$ cat src/verilog/fsc_geom_pkg.sv
package fsc_geom_pkg;

	// ------------------------------------------------------------------
	// image geometry
	// ------------------------------------------------------------------

	// horizontal sizes and coordinates
	localparam int IMG_WBITS = 12;
	// vertical sizes and coordinates
	localparam int IMG_HBITS = 12;

	// streams that can be configured
	localparam int NUM_STREAMS = 2;

	typedef logic [IMG_WBITS-1:0] img_w_t;
	typedef logic [IMG_HBITS-1:0] img_h_t;

	// source size, crop window, destination rectangle
	typedef struct packed {
		img_w_t width;
		img_h_t height;
		img_w_t win_left;
		img_h_t win_top;
		img_w_t win_width;
		img_h_t win_height;
		img_w_t dst_left;
		img_h_t dst_top;
		img_w_t dst_width;
		img_h_t dst_height;
	} stream_geom_t;

endpackage

$ cat src/verilog/fsc_reg_pkg.sv
package fsc_reg_pkg;

	localparam int REG_DW = 32;
	localparam int REG_AW = 8;

	// one host command, addr is a word index
	typedef struct packed {
		logic              write;
		logic [REG_AW-1:0] addr;
		logic [REG_DW-1:0] data;
	} cmd_t;

	// ------------------------------------------------------------------
	// register map
	// ------------------------------------------------------------------
	localparam int REG_CTRL = 0;

	// REG_CTRL bits
	localparam int CTRL_SOFT_RESETN = 0;
	localparam int CTRL_HOLD        = 1;
	localparam int CTRL_ORDER       = 2;
	localparam int CTRL_RUN_LSB     = 4;

	localparam int REG_STREAM_BASE = 1;
	localparam int REGS_PER_STREAM = 5;

	// offsets inside one stream block
	localparam int OFS_SIZE     = 0;
	localparam int OFS_WIN_ORG  = 1;
	localparam int OFS_WIN_SIZE = 2;
	localparam int OFS_DST_ORG  = 3;
	localparam int OFS_DST_SIZE = 4;

	// horizontal field high, vertical low
	localparam int FLD_H_LSB = 16;
	localparam int FLD_V_LSB = 0;

endpackage

$ cat src/verilog/cfg_stage_if.sv
`timescale 1ns/10ps

interface cfg_stage_if import fsc_geom_pkg::*; #(
	parameter int N_STREAMS = NUM_STREAMS
);

	// staged values, not yet live
	stream_geom_t         geom [N_STREAMS];
	logic [N_STREAMS-1:0] run;
	logic                 hold;
	logic                 order_1over2;

	modport src (
		output geom, run, hold, order_1over2
	);

	modport dst (
		input geom, run, hold, order_1over2
	);

endinterface

$ cat src/verilog/cmd_credit_fifo.sv
`timescale 1ns/10ps

module cmd_credit_fifo import fsc_reg_pkg::*; #(
	parameter int CMD_DEPTH = 4
) (
	input  logic i_clk,
	input  logic i_resetn,
	input  logic i_valid,
	input  cmd_t i_entry,
	output logic o_credit,
	output logic o_nempty,
	output cmd_t o_head,
	input  logic i_pop
);

	localparam int PTR_W = (CMD_DEPTH > 1) ? $clog2(CMD_DEPTH) : 1;
	localparam int CNT_W = $clog2(CMD_DEPTH + 1);

	cmd_t             mem [CMD_DEPTH];
	logic [PTR_W-1:0] wr_ptr;
	logic [PTR_W-1:0] rd_ptr;
	logic [CNT_W-1:0] count;
	logic             pop;

	function automatic logic [PTR_W-1:0] ptr_next(logic [PTR_W-1:0] p);
		return (p == PTR_W'(CMD_DEPTH - 1)) ? '0 : p + 1'b1;
	endfunction

	assign pop      = i_pop && o_nempty;
	assign o_nempty = count != '0;
	assign o_head   = mem[rd_ptr];

	// occupancy is bounded by the sender's credits
	always_ff @(posedge i_clk) begin
		if (i_valid)
			mem[wr_ptr] <= i_entry;
	end

	always_ff @(posedge i_clk) begin
		if (!i_resetn) begin
			wr_ptr   <= '0;
			rd_ptr   <= '0;
			count    <= '0;
			o_credit <= 1'b0;
		end else begin
			if (i_valid)
				wr_ptr <= ptr_next(wr_ptr);
			if (pop)
				rd_ptr <= ptr_next(rd_ptr);
			if (i_valid && !pop)
				count <= count + 1'b1;
			else if (pop && !i_valid)
				count <= count - 1'b1;
			// one credit back per drained entry
			o_credit <= pop;
		end
	end

endmodule

$ cat src/verilog/cfg_regfile.sv
`timescale 1ns/10ps

module cfg_regfile import fsc_reg_pkg::*, fsc_geom_pkg::*; #(
	parameter int N_STREAMS = NUM_STREAMS
) (
	input  logic              i_clk,
	input  logic              i_resetn,
	input  logic              i_nempty,
	input  cmd_t              i_head,
	output logic              o_pop,
	input  logic              i_rsp_credit,
	output logic              o_rsp_valid,
	output logic [REG_DW-1:0] o_rsp_data,
	output logic              o_soft_resetn,
	cfg_stage_if.src          stage
);

	localparam int CRED_W = 8;

	logic                 r_soft_resetn;
	logic                 r_hold;
	logic                 r_order;
	logic [N_STREAMS-1:0] r_run;
	stream_geom_t         r_geom [N_STREAMS];
	logic [CRED_W-1:0]    rsp_cnt;
	logic                 rd_pop;
	logic                 wr_en;
	logic [REG_DW-1:0]    rd_word;
	img_w_t               wr_h;
	img_h_t               wr_v;

	function automatic logic [REG_DW-1:0] pair_word(img_w_t h, img_h_t v);
		logic [REG_DW-1:0] w;
		w = '0;
		w[FLD_H_LSB +: IMG_WBITS] = h;
		w[FLD_V_LSB +: IMG_HBITS] = v;
		return w;
	endfunction

	// a read at the head waits for a response credit and blocks the rest
	assign o_pop  = i_nempty && (i_head.write || rsp_cnt != '0);
	assign rd_pop = o_pop && !i_head.write;
	assign wr_en  = o_pop && i_head.write;
	assign wr_h   = i_head.data[FLD_H_LSB +: IMG_WBITS];
	assign wr_v   = i_head.data[FLD_V_LSB +: IMG_HBITS];

	always_ff @(posedge i_clk) begin
		if (!i_resetn)
			rsp_cnt <= '0;
		else if (i_rsp_credit && !rd_pop)
			rsp_cnt <= rsp_cnt + 1'b1;
		else if (rd_pop && !i_rsp_credit)
			rsp_cnt <= rsp_cnt - 1'b1;
	end

	// ------------------------------------------------------------------
	// staged registers
	// ------------------------------------------------------------------
	always_ff @(posedge i_clk) begin
		if (!i_resetn) begin
			r_soft_resetn <= 1'b0;
			r_hold        <= 1'b0;
			r_order       <= 1'b0;
			r_run         <= N_STREAMS'(1);
			o_soft_resetn <= 1'b0;
		end else begin
			if (wr_en && i_head.addr == REG_AW'(REG_CTRL)) begin
				r_soft_resetn <= i_head.data[CTRL_SOFT_RESETN];
				r_hold        <= i_head.data[CTRL_HOLD];
				r_order       <= i_head.data[CTRL_ORDER];
				r_run         <= i_head.data[CTRL_RUN_LSB +: N_STREAMS];
			end
			// leaves the block one cycle behind the register
			o_soft_resetn <= r_soft_resetn;
		end
	end

	for (genvar k = 0; k < N_STREAMS; k++) begin : g_stream
		localparam int BASE = REG_STREAM_BASE + k * REGS_PER_STREAM;
		always_ff @(posedge i_clk) begin
			if (!i_resetn)
				r_geom[k] <= '0;
			else if (wr_en) begin
				case (i_head.addr)
				REG_AW'(BASE + OFS_SIZE): {r_geom[k].width, r_geom[k].height} <= {wr_h, wr_v};
				REG_AW'(BASE + OFS_WIN_ORG): {r_geom[k].win_left, r_geom[k].win_top} <= {wr_h, wr_v};
				REG_AW'(BASE + OFS_WIN_SIZE): {r_geom[k].win_width, r_geom[k].win_height} <= {wr_h, wr_v};
				REG_AW'(BASE + OFS_DST_ORG): {r_geom[k].dst_left, r_geom[k].dst_top} <= {wr_h, wr_v};
				REG_AW'(BASE + OFS_DST_SIZE): {r_geom[k].dst_width, r_geom[k].dst_height} <= {wr_h, wr_v};
				default: ;
				endcase
			end
		end
	end

	// read word, zero outside the map
	always_comb begin
		rd_word = '0;
		if (i_head.addr == REG_AW'(REG_CTRL)) begin
			rd_word[CTRL_SOFT_RESETN]          = r_soft_resetn;
			rd_word[CTRL_HOLD]                 = r_hold;
			rd_word[CTRL_ORDER]                = r_order;
			rd_word[CTRL_RUN_LSB +: N_STREAMS] = r_run;
		end
		for (int k = 0; k < N_STREAMS; k++) begin
			case (int'(i_head.addr) - (REG_STREAM_BASE + k * REGS_PER_STREAM))
			OFS_SIZE: rd_word = pair_word(r_geom[k].width, r_geom[k].height);
			OFS_WIN_ORG: rd_word = pair_word(r_geom[k].win_left, r_geom[k].win_top);
			OFS_WIN_SIZE: rd_word = pair_word(r_geom[k].win_width, r_geom[k].win_height);
			OFS_DST_ORG: rd_word = pair_word(r_geom[k].dst_left, r_geom[k].dst_top);
			OFS_DST_SIZE: rd_word = pair_word(r_geom[k].dst_width, r_geom[k].dst_height);
			default: ;
			endcase
		end
	end

	always_ff @(posedge i_clk) begin
		if (!i_resetn)
			o_rsp_valid <= 1'b0;
		else
			o_rsp_valid <= rd_pop;
	end

	always_ff @(posedge i_clk) begin
		if (rd_pop)
			o_rsp_data <= rd_word;
	end

	assign stage.geom         = r_geom;
	assign stage.run          = r_run;
	assign stage.hold         = r_hold;
	assign stage.order_1over2 = r_order;

endmodule

$ cat src/verilog/frame_apply.sv
`timescale 1ns/10ps

module frame_apply import fsc_geom_pkg::*; #(
	parameter int N_STREAMS = NUM_STREAMS
) (
	input  logic         i_clk,
	input  logic         i_resetn,
	input  logic         i_fsync,
	cfg_stage_if.dst     stage,
	output logic         o_fsync,
	output logic         o_order_1over2,
	output stream_geom_t o_geom [N_STREAMS]
);

	logic fsync_s1;
	logic fsync_s2;
	logic fsync_s3;
	logic fsync_edge;
	logic apply;

	// ------------------------------------------------------------------
	// fsync synchronizer and edge detect
	// ------------------------------------------------------------------
	always_ff @(posedge i_clk) begin
		if (!i_resetn) begin
			fsync_s1 <= 1'b0;
			fsync_s2 <= 1'b0;
			fsync_s3 <= 1'b0;
		end else begin
			fsync_s1 <= i_fsync;
			fsync_s2 <= fsync_s1;
			fsync_s3 <= fsync_s2;
		end
	end

	assign fsync_edge = fsync_s2 && !fsync_s3;

	// hold keeps the live set while the host is mid-update
	assign apply = fsync_edge && !stage.hold;

	// pulse lines up with the new live values
	always_ff @(posedge i_clk) begin
		if (!i_resetn)
			o_fsync <= 1'b0;
		else
			o_fsync <= fsync_edge;
	end

	always_ff @(posedge i_clk) begin
		if (!i_resetn)
			o_order_1over2 <= 1'b0;
		else if (apply)
			o_order_1over2 <= stage.order_1over2;
	end

	// ------------------------------------------------------------------
	// live geometry per stream
	// ------------------------------------------------------------------
	for (genvar k = 0; k < N_STREAMS; k++) begin : g_live
		always_ff @(posedge i_clk) begin
			if (!i_resetn)
				o_geom[k] <= '0;
			else if (apply)
				// stopped stream goes to zero size
				o_geom[k] <= stage.run[k] ? stage.geom[k] : '0;
		end
	end

endmodule

$ cat src/verilog/fsync_ctl_top.sv
`timescale 1ns/10ps

module fsync_ctl_top import fsc_reg_pkg::*, fsc_geom_pkg::*; #(
	parameter int CMD_DEPTH = 4,
	parameter int N_STREAMS = NUM_STREAMS
) (
	input  logic              o_clk,
	input  logic              o_resetn,
	// command channel
	input  logic              i_cmd_valid,
	input  logic              i_cmd_write,
	input  logic [REG_AW-1:0] i_cmd_addr,
	input  logic [REG_DW-1:0] i_cmd_data,
	output logic              o_cmd_credit,
	// response channel
	input  logic              i_rsp_credit,
	output logic              o_rsp_valid,
	output logic [REG_DW-1:0] o_rsp_data,
	// frame side
	input  logic              i_fsync,
	output logic              o_fsync,
	output logic              o_soft_resetn,
	output logic              o_order_1over2,
	output stream_geom_t      o_geom [N_STREAMS]
);

	cmd_t cmd_in;
	cmd_t cmd_head;
	logic cmd_nempty;
	logic cmd_pop;

	assign cmd_in = '{write: i_cmd_write, addr: i_cmd_addr, data: i_cmd_data};

	cfg_stage_if #(.N_STREAMS(N_STREAMS)) stage_if ();

	cmd_credit_fifo #(.CMD_DEPTH(CMD_DEPTH)) i_cmd_fifo (
		.i_clk    (o_clk),
		.i_resetn (o_resetn),
		.i_valid  (i_cmd_valid),
		.i_entry  (cmd_in),
		.o_credit (o_cmd_credit),
		.o_nempty (cmd_nempty),
		.o_head   (cmd_head),
		.i_pop    (cmd_pop)
	);

	cfg_regfile #(.N_STREAMS(N_STREAMS)) i_regfile (
		.i_clk         (o_clk),
		.i_resetn      (o_resetn),
		.i_nempty      (cmd_nempty),
		.i_head        (cmd_head),
		.o_pop         (cmd_pop),
		.i_rsp_credit  (i_rsp_credit),
		.o_rsp_valid   (o_rsp_valid),
		.o_rsp_data    (o_rsp_data),
		.o_soft_resetn (o_soft_resetn),
		.stage         (stage_if.src)
	);

	frame_apply #(.N_STREAMS(N_STREAMS)) i_frame_apply (
		.i_clk          (o_clk),
		.i_resetn       (o_resetn),
		.i_fsync        (i_fsync),
		.stage          (stage_if.dst),
		.o_fsync        (o_fsync),
		.o_order_1over2 (o_order_1over2),
		.o_geom         (o_geom)
	);

endmodule

$ cat config.mk
export PLATFORM = sky130hd
export DESIGN_NAME = fsync_ctl_top
export DESIGN_NICKNAME = d
export VERILOG_FILES = /design/src/verilog/fsc_geom_pkg.sv /design/src/verilog/fsc_reg_pkg.sv /design/src/verilog/cfg_stage_if.sv /design/src/verilog/cmd_credit_fifo.sv /design/src/verilog/cfg_regfile.sv /design/src/verilog/frame_apply.sv /design/src/verilog/fsync_ctl_top.sv
export SDC_FILE = /design/constraint.sdc
export NUM_CORES = 1
export LEC_CHECK = 0
export BUFFER_PORTS_ARGS = -buffer_cell sky130_fd_sc_hd__buf_2
export CORE_MARGIN = 2
export CORE_UTILIZATION = 30
export DETAILED_ROUTE_END_ITERATION = 8
export PLACE_DENSITY = 0.5
export REMOVE_ABC_BUFFERS = 1
export SETUP_SLACK_MARGIN = 0.05
export SLEW_MARGIN = 20
export SYNTH_ARGS = -nofsm -noshare
export SYNTH_HDL_FRONTEND = slang
export SYNTH_SLANG_ARGS = --single-unit
$ cat constraint.sdc
create_clock -name o_clk -period 12.4 [get_ports o_clk]
set_input_delay 1.24 -clock o_clk [delete_from_list [all_inputs] [get_ports o_clk]]
set_output_delay 1.24 -clock o_clk [all_outputs]
set_load 0.01 [all_outputs]
# Yosys cells after proc, flatten, opt, wreduce, memory -nomap -nowiden
# Memories as Yosys holds them, arrays and structs flattened. A register that Yosys moved wholly into a read port is not among the register bits.
# Cells that the tools add are included.
[word_totals] memories=1 register_bits=540 ram_bits=164
[memory_table] name="i_cmd_fifo.mem" words=4 word_bits=41 rd=1 rd_clocked_by_memory_dff=1 wr=1 line="cmd_credit_fifo.sv:19" rtl="cmd_t mem [CMD_DEPTH];"
[classes] muxes=16 n_eq_ne=20 n_reduce_logical=36 addsub=8
[op_table] op="28-bit one-hot mux with 5 select lines" count=2
[op_table] op="120-bit two-way mux" count=2
[op_table] op="32-bit by 2-bit equality test with 1-bit output (second input constant)" count=4
[op_table] op="32-bit by 1-bit equality test with 1-bit output (second input constant)" count=2
[op_table] op="32-bit by 3-bit equality test with 1-bit output (second input constant)" count=2
[op_table] op="32-bit logical NOT" count=2
[op_table] op="8-bit by 3-bit equality test with 1-bit output (second input constant)" count=4
[op_table] op="8-bit by 4-bit equality test with 1-bit output (second input constant)" count=3
[op_table] op="2-bit AND reduction" count=10
[op_table] op="8-bit by 2-bit equality test with 1-bit output (second input constant)" count=2
[op_table] op="8-bit two-way mux" count=2
[op_table] op="1-bit logical AND" count=11
[op_table] op="2-bit two-way mux" count=5
[op_table] op="3-bit two-way mux" count=3
[op_table] op="8-bit by 1-bit subtractor with 9-bit output (second input constant)" count=1
[op_table] op="8-bit by 3-bit subtractor with 9-bit output (second input constant)" count=1
[op_table] op="8-bit by 1-bit adder with 8-bit output (second input constant)" count=1
[op_table] op="8-bit by 1-bit equality test with 1-bit output (second input constant)" count=1
[op_table] op="8-bit logical NOT" count=1
[op_table] op="8-bit nonzero test" count=1
[op_table] op="8-bit by 1-bit subtractor with 8-bit output (second input constant)" count=1
[op_table] op="1-bit logical NOT" count=7
[op_table] op="2-bit by 1-bit adder with 2-bit output (second input constant)" count=2
[op_table] op="2-bit equality test (second input constant)" count=2
[op_table] op="6 further kinds" count=8

# Depth between registers and ports, before layout
# Gate-level depths: netlist of run 1.
[depth] depth_word=7 ltp_mapped=16 ltp_nobuf=14

# By module
# Synthesis of run 1 repeated with hierarchy kept, for this count alone.
[unflattened] hier_cells=2640 area_unflattened_um2=29454.5
[modules_own_cells] module="cfg_regfile" seq_area_each_um2=5825.6 n_inst=1 area_per_inst_um2=12881.1 cells_each=1298
[modules_own_cells] module="frame_apply" seq_area_each_um2=4904.7 n_inst=1 area_per_inst_um2=10137.2 cells_each=1080
[modules_own_cells] module="cmd_credit_fifo" seq_area_each_um2=5124.9 n_inst=1 area_per_inst_um2=6436.2 cells_each=262

# Worst setup path after synthesis of run 1
# No wires, ideal clock.
[synth_path] path_kind="reg-to-reg" start="register with a tool-made name" end="register i_regfile.rsp_cnt[7]" path_slack_ns=7.018 arrival_time_ns=5.310 path_stages_with_launch=16 cell_sequence="dfxtp_1 buf_6 buf_2 mux4_2 nor3_1 inv_1 ha_1 inv_1 ha_1 a21o_1 a21oi_1 o21bai_1 a2111o_1 a31o_2 a21oi_1 mux2i_1"
[synth_lines] element="end signal, assigned" line="cfg_regfile.sv:51" rtl="rsp_cnt <= rsp_cnt + 1'b1;"
[synth_lines] element="end signal, assigned" line="cfg_regfile.sv:53" rtl="rsp_cnt <= rsp_cnt - 1'b1;"
[synth_lines] element="end, declared" line="cfg_regfile.sv:25" rtl="logic [CRED_W-1:0] rsp_cnt;"

==> summary.md, run 1 <==
| Metric | Value |
|---|---|
| Status | finished, final reports clean |
| GPL Wtd Cong | 0.805 |
| DR pass1 iterations | 8 |
| LEAKAGE | 0.0114 µW |
| Multiplexer area fraction after synthesis | 0.124 |
| Post-Synth XOR/XNOR Area | 0.00368 |
| Max Fclk | 0.186 GHz |
| Layout fillers | 8702 |
| Worst slack, placed | 7.00 ns |
| Slew HR | 0.237 |
| Mean post-synth cell area | 10.1 µm² |
| Hold Path Class | flip-flop to flip-flop |
| WP data arrival | 5.82 ns |
| Synth-to-layout area growth | 19.0% |
| Largest net degree at the start of global routing | 142 |
| Clk_skew | 0.0267 ns |
| Synth Instances | 2605 |
| Vias in the first global route | 20.0k |
| Total power | 5720 µW |
| Post-synth cell types | 61 |
| Root Driver | clkbuf_16 |
| Top FF cell, synth | dfxtp_1 |
| Synth async-reset ratio | 0 |
| Port Buffers | 306 |
| First-pass GRT wire length | 130000 µm |
| Register area | 14900 µm² |
| Skew-Pair Late Insertion Delay | 0.62 ns |
| Hold_buf cts | 0 |
| Max FO, Critical Path | 38 |
| Reg clk slew, reported paths | 0.06 ns |
| ANT nets after route | 0 |
| Synth Area in Compound Gates | 0.0992 |
| Vias per cell | 5.08 |
| Final setup fails | 0 |
| Setup ws final | 7.03 ns |
| Post-route insts no fill | 4011 |
| Post-DP HPWL | 54600 µm |
| Critical Path Start Type | flip-flop |
| GRT Resource Usage Total | 0.192 |
| Simple-gate share of the synthesized area | 0.156 |
| VDD IR max | 0.114 mV |
| CTS tree | done |
| Placed cell area | 28600 µm² |
| M2 GR Usage | 0.308 |
| Max cap viols | 0 |
| Post-Synthesis Cell Area | 26200 µm² |
| Total die area | 89800 µm² |
| Least-Margin Pin Slew | 1.14 ns |
| Dpl cells | 3864 |
| Synth Area in Adders | 0.00869 |
| Die Y | 300 µm |
| DRT iter0 DRCs | 1670 |
| Grt peak-use layer | met2 |
| Core footprint | 86600 µm² |
| Final min period | 5.37 ns |
| Crit path kind | flip-flop to flip-flop |
| Layout cells sized above 1 | 0.198 |
| Nets@finish | 2852 |
| Post-synth EDFFs | 156 |
| Initial antenna violation count | 17 |
| Fin. Hold Viols | 0 |
| Fin crit share | 0.433 |
| Routed vias | 20.4k |
| Multi-input gate area | 10500 µm² |
| Chip Width | 300 µm |
| Fin. max-slew vios | 0 |
| Power Density | 183 nW/µm² |
| Largest family of logic cells by synthesized area | simple AND/OR/NAND/NOR gates |
| H-Tree Depth | 3 |
| Synth Register Bits | 666 |
| Drt wl/cell | 22.1 µm |
| Met3 usage | 0.0386 |
| Hold Startpoint | i_frame_apply.fsync_s1$_SDFF_PN0_ |
| Initial Util | 0.303 |
| Inserted Clock Buffers | 76 |
| Ports | 323 |
| Placement row count | 108 |
| Post-CTS Setup Repair Bufs | 0 |
| Routed wire length | 88600 µm |
| Residual DRC count | 0 |
| Warnings, synthesis | 0 |
| M1 GR Usage | 0.262 |
| Data required, critical path | 12.85 ns |
| Sequential element share of the synthesized area | 0.568 |
| Post-Layout Inst Area | 31200 µm² |
| Critical Path End Type | flip-flop |
| Clock sink total | 666 |
| Max Buffers Root-to-Sink | 3 |
| Total grt overflow | 0 |
| Unrepaired setup endpoints after global routing | no |
| CTS-repair resized insts | 0 |
through the flow:
step	setup TNS [ns]	util	hold slack [ns]
after CTS	0	0.360	0.435
after detailed placement	0	0.331	0.425
final	0	0.360	0.438
after global routing	0	0.360	0.450
after floorplan	-332.10	-	0.408
after global placement	0	0.330	0.423
state kept, by name, summed over array words and instances (netlist names), 2 cells and up, named ones only:
signal	flops
i_regfile.stage.run	2
i_regfile.rsp_cnt	8
i_cmd_fifo.mem	132
i_regfile.stage.geom	240
i_regfile.o_rsp_data	24
i_cmd_fifo.rd_ptr	2
i_cmd_fifo.count	3
i_cmd_fifo.wr_ptr	2
i_frame_apply.o_geom	240
cells in the final DEF, fill, tap and decap left out, types with 18 or more instances in the layout:
| cell type | n |
|---|---|
| a21oi_1 | 354 |
| nand2_1 | 434 |
| buf_2 | 306 |
| clkbuf_16 | 80 |
| dfxtp_1 | 506 |
| mux2i_1 | 170 |
| nor2_1 | 176 |
| clkbuf_1 | 25 |
| a22oi_1 | 39 |
| buf_4 | 30 |
| nand3_1 | 270 |
| mux4_2 | 67 |
| edfxtp_1 | 156 |
| o21ai_0 | 18 |
worst paths after layout:
check,end,slack [ns],cells past startpoint
max,i_regfile.o_rsp_data[20]$_DFFE_PP_,7.03,11
min,i_frame_apply.fsync_s2$_SDFF_PN0_,0.44,1
max reg2reg,i_regfile.o_rsp_data[20]$_DFFE_PP_,7.03,11
min reg2reg,i_frame_apply.fsync_s2$_SDFF_PN0_,0.44,1
power breakdown:
part           switching [µW]  total, µW  internal (µW)  leakage, µW
clock                     922       2270           1350      0.00124
combinational             713       1060            346      0.00457
sequential               86.3       2400           2310      0.00555
total                    1720       5720           4000       0.0114
worst max-delay path, stage by stage (launching register included):
cell and delay [ns]:
dfxtp_4 0.88, inv_1 0.21, mux2_2 0.41, inv_4 0.31
buf_4 0.68, ha_1 0.37, xor2_1 0.09, o32a_1 0.34
a31oi_1 0.41, nor2b_4 1.00, a22oi_1 0.29, o21ai_0 0.16
cells in the mapped netlist, types with 2 or more instances:
master	number	area, µm²
mux2i_1	170	1700
ha_1	15	188
mux4_2	68	1530
xnor2_1	6	52.6
nand2b_1	5	31.3
a2bb2oi_1	4	35.0
inv_1	12	45.0
or3_1	4	25.0
buf_4	10	75.1
buf_2	21	105
nor3b_1	3	22.5
and2_1	12	75.1
or4_1	4	30.0
a211o_1	2	17.5
nand3_1	274	1370
buf_1	15	56.3
o2bb2ai_1	8	70.1
clkbuf_1	190	713
nor3_1	9	45.0
a21o_1	9	67.6
a21oi_1	355	1780
xor2_1	5	43.8
and3_1	2	12.5
nor2b_1	5	31.3
nor2_1	179	672
buf_6	3	33.8
nand2_1	436	1640
a22o_1	8	70.1
o21ai_1	10	50.1
edfxtp_1	156	4680
a22oi_1	39	293
nor3_2	4	40.0
fa_1	2	40.0
dfxtp_1	510	10200
mux2_2	2	22.5
o21ai_0	18	90.1
or2_2	2	12.5
o21bai_1	2	15.0
a31oi_1	2	12.5
a211oi_1	3	22.5
cell families (layout without fill, tap and decap cells):
kind of cell	after synthesis	after routing
simple gates	949	949
flops	666	666
compound gates	469	469
buf+inv	252	492
mux	240	240
fa+ha+maj	17	17
xor+xnor	11	11
other cells	1	12
layer usage:
metal,routed length (µm),vias to the layer above,share of wire
met2,40900,621,0.46
met5,132,-,0.0015
met1,39800,10100,0.45
li1,-,9499,-
met4,2150,22,0.024
met3,5670,145,0.064
final cells by class:
type / instances / share of cell area
Multi-Input combinational cell: 1694 / 0.335
Timing Repair Buffer: 338 / 0.0574
Clock buffer: 117 / 0.0725
Antenna cell: 4 / 0.000321
Inverter: 13 / 0.00188
Clock inverter: 24 / 0.00846
Tap cell: 1155 / 0.0463
Sequential cell: 666 / 0.478
(Power assumes the default switching activity.)
==> run 2, diff against run 1 <==
==> constraint.sdc (replaced) <==
create_clock -name o_clk -period 5.25 [get_ports o_clk]
set_input_delay 0.525 -clock o_clk [delete_from_list [all_inputs] [get_ports o_clk]]
set_output_delay 0.525 -clock o_clk [all_outputs]
set_load 0.01 [all_outputs]
==> run 2 against run 1 <==
Net effect:
- non-clock buffer count up 2
- clock-buffer cell count down 14
- flip-flop and latch count unchanged
- cell area up 0.41%
- sequential share of layout area down 0.20 points
- worst hold slack worse by 0.32 ns
- combinational power up 140%
- cell count about the same
- critical endpoint is now i_regfile.o_rsp_data[0]$_DFFE_PP_
- largest cell class unchanged
- highest routed layer unchanged
==> summary.md, run 2 (synthesis results as in run 1) <==
| Metric | Value |
|---|---|
| Total die area | 89800 µm² (unchanged) |
| CTS-repair resized insts | 0 (unchanged) |
| Worst path most repeated cell | buf_4 |
| GPL Wtd Cong | 0.793 (-1.5%) |
| H-Tree Depth | 3 (unchanged) |
| Vias per cell | 5.09 (+0.30%) |
| Initial antenna violation count | 23 (+6) |
| Reg clk slew, reported paths | 0.06 ns (about the same) |
| Worst path buffer plus inverter count | 4 (+1) |
| Fin. Hold Viols | 0 (unchanged) |
| Routed wire length | 89500 µm (+0.94%) |
| Slowest cell on crit path | nor2b_4 |
| Data required, critical path | 5.68 ns (-7.17 ns) |
| Unrepaired setup endpoints after global routing | no |
| Root Driver | clkbuf_16 |
| Placement row count | 108 (unchanged) |
| First-pass GRT wire length | 131000 µm (+1.1%) |
| Total grt overflow | 0 (unchanged) |
| Layout fillers | 8602 (-1.1%) |
| Most common cell after layout, fill and taps aside | dfxtp_1 |
| Inserted Clock Buffers | 76 (unchanged) |
| Vias in the first global route | 20.1k (+0.45%) |
| ANT nets after route | 0 (unchanged) |
| Critical path's top delay family | buffers and inverters |
| Max Fclk | 0.220 GHz (+18%) |
| Power Density | 436 nW/µm² (+140%) |
| Max FO, Critical Path | 23 (-39%) |
| Skew-Pair Late Insertion Delay | 0.62 ns (about the same) |
| Core footprint | 86600 µm² (unchanged) |
| Layout cells sized above 1 | 0.199 (+0.000281) |
| Most frequent cells in the layout | 506 x dfxtp_1, 434 x nand2_1, 354 x a21oi_1, 306 x buf_2, 270 x nand3_1 |
| DRT iter0 DRCs | 1403 (-16%) |
| Clock sink total | 666 (unchanged) |
| Slew HR | 0.209 (-0.0283) |
| Worst slack, placed | 0.694 ns (-6.31 ns) |
| Status | finished, final reports clean |
| GRT Resource Usage Total | 0.194 (+0.00142) |
| Least-Margin Pin Slew | 1.19 ns (+0.0448 ns) |
| Post-DP HPWL | 56600 µm (+3.7%) |
| WP data arrival | 4.97 ns (-0.85 ns) |
| Residual DRC count | 0 (unchanged) |
| Hold_buf cts | 0 (unchanged) |
| Routed vias | 20.4k (+0.37%) |
| Nets@finish | 2854 (+0.070%) |
| CTS tree | done |
| Critical Path End Type | flip-flop |
| Setup TNS | 0 ns (unchanged) |
| Clk_skew | 0.0237 ns (-0.00307 ns) |
| Chip Width | 300 µm (unchanged) |
| Setup ws final | 0.708 ns (-6.32 ns) |
| Drt wl/cell | 22.3 µm (+0.86%) |
| VDD IR max | 0.479 mV (+320%) |
| Port Buffers | 306 (unchanged) |
| Ports | 323 (unchanged) |
| Dpl cells | 3867 (+0.078%) |
| Die Y | 300 µm (unchanged) |
| Fin. max-slew vios | 0 (unchanged) |
| Post-CTS Setup Repair Bufs | 0 (unchanged) |
| Initial Util | 0.303 (unchanged) |
| Fin crit share | 0.865 (+0.432) |
| Max Buffers Root-to-Sink | 3 (unchanged) |
| Crit path kind | flip-flop to flip-flop |
| LEAKAGE | 0.0114 µW (+0.46%) |
| Largest net degree at the start of global routing | 144 (+1.4%) |
| Grt peak-use layer | met2 |
| Max stage delay on crit path | 0.77 ns (-0.23 ns) |
| Critical Path Start Type | flip-flop |
| Max cap viols | 0 (unchanged) |
| Synth-to-layout area growth | 19.5% |
| Final setup fails | 0 (unchanged) |
| Hold Path Class | input port to flip-flop |
| Met3 usage | 0.0574 (+0.0188) |
| Critical path cell sequence | inv_1, mux2_2, inv_4, buf_4, nand2_1, a211o_1, a31oi_1, nor2b_4, buf_4, a22oi_1, o21ai_0 |
| Post-route insts no fill | 4014 (+0.075%) |
| DR pass1 iterations | 7 (-1) |
| M1 GR Usage | 0.253 (-0.00881) |
| M2 GR Usage | 0.305 (-0.00309) |
| Final min period | 4.54 ns (-0.829 ns) |
run 2: cell types whose count changed in the layout (fill, tap and decap cells not counted), moves of 4 or more:
cell       previous run  this run
clkbuf_1             25        16
clkinv_1              0         9
clkbuf_8             12         7
buf_12                1         5
bufinv_16             4         8
inv_4                 5         1
run 2: path summary, 6_finish.rpt:
path,depth (start not counted),from,to,slack [ns]
setup / recovery,11,flip-flop,i_regfile.o_rsp_data[0]$_DFFE_PP_,0.71
hold / removal,1,i_cmd_data[3],i_cmd_fifo.mem[1][3]$_DFFE_PP_,0.12
setup reg to reg,11,flip-flop,i_regfile.o_rsp_data[0]$_DFFE_PP_,0.71
hold reg to reg,2,i_frame_apply.o_geom[227]$_SDFFE_PN0P_,i_frame_apply.o_geom[227]$_SDFFE_PN0P_,0.45
run 2: area by class of cell:
class                   count  area, µm²  area share
flip-flops and latches    666      14900       0.476
multi-input cells        1694      10500       0.334
clock buffers             103       2160      0.0689
repair buffers            340       1860      0.0593
well taps                1155       1450      0.0461
clock inverters            37        428      0.0137
inverters                  13       58.8     0.00188
diodes                      6       15.0    0.000479
run 2: layer usage:
layer  part of all wire  routed length, µm
met4              0.030               2690
met2               0.46              40700
met5             0.0024                217
met3              0.079               7030
met1               0.43              38800
run 2: per-stage QoR:
stage               power [µW]  cell area, µm²  hold slack (ns)  utilization
finish                   13600           31300            0.123        0.362
CTS                      13800           31300           0.0871        0.361
global route             14200           31300           0.0971        0.362
global placement          8240           28700            0.425        0.331
detailed placement        8290           28700            0.427        0.331
floorplan                 7260           25300            0.408            -
run 2: power breakdown:
| group | internal [µW] | switching, µW |
|---|---|---|
| Sequential | 5460 | 205 |
| Clock | 3290 | 2190 |
| Combinational | 824 | 1680 |
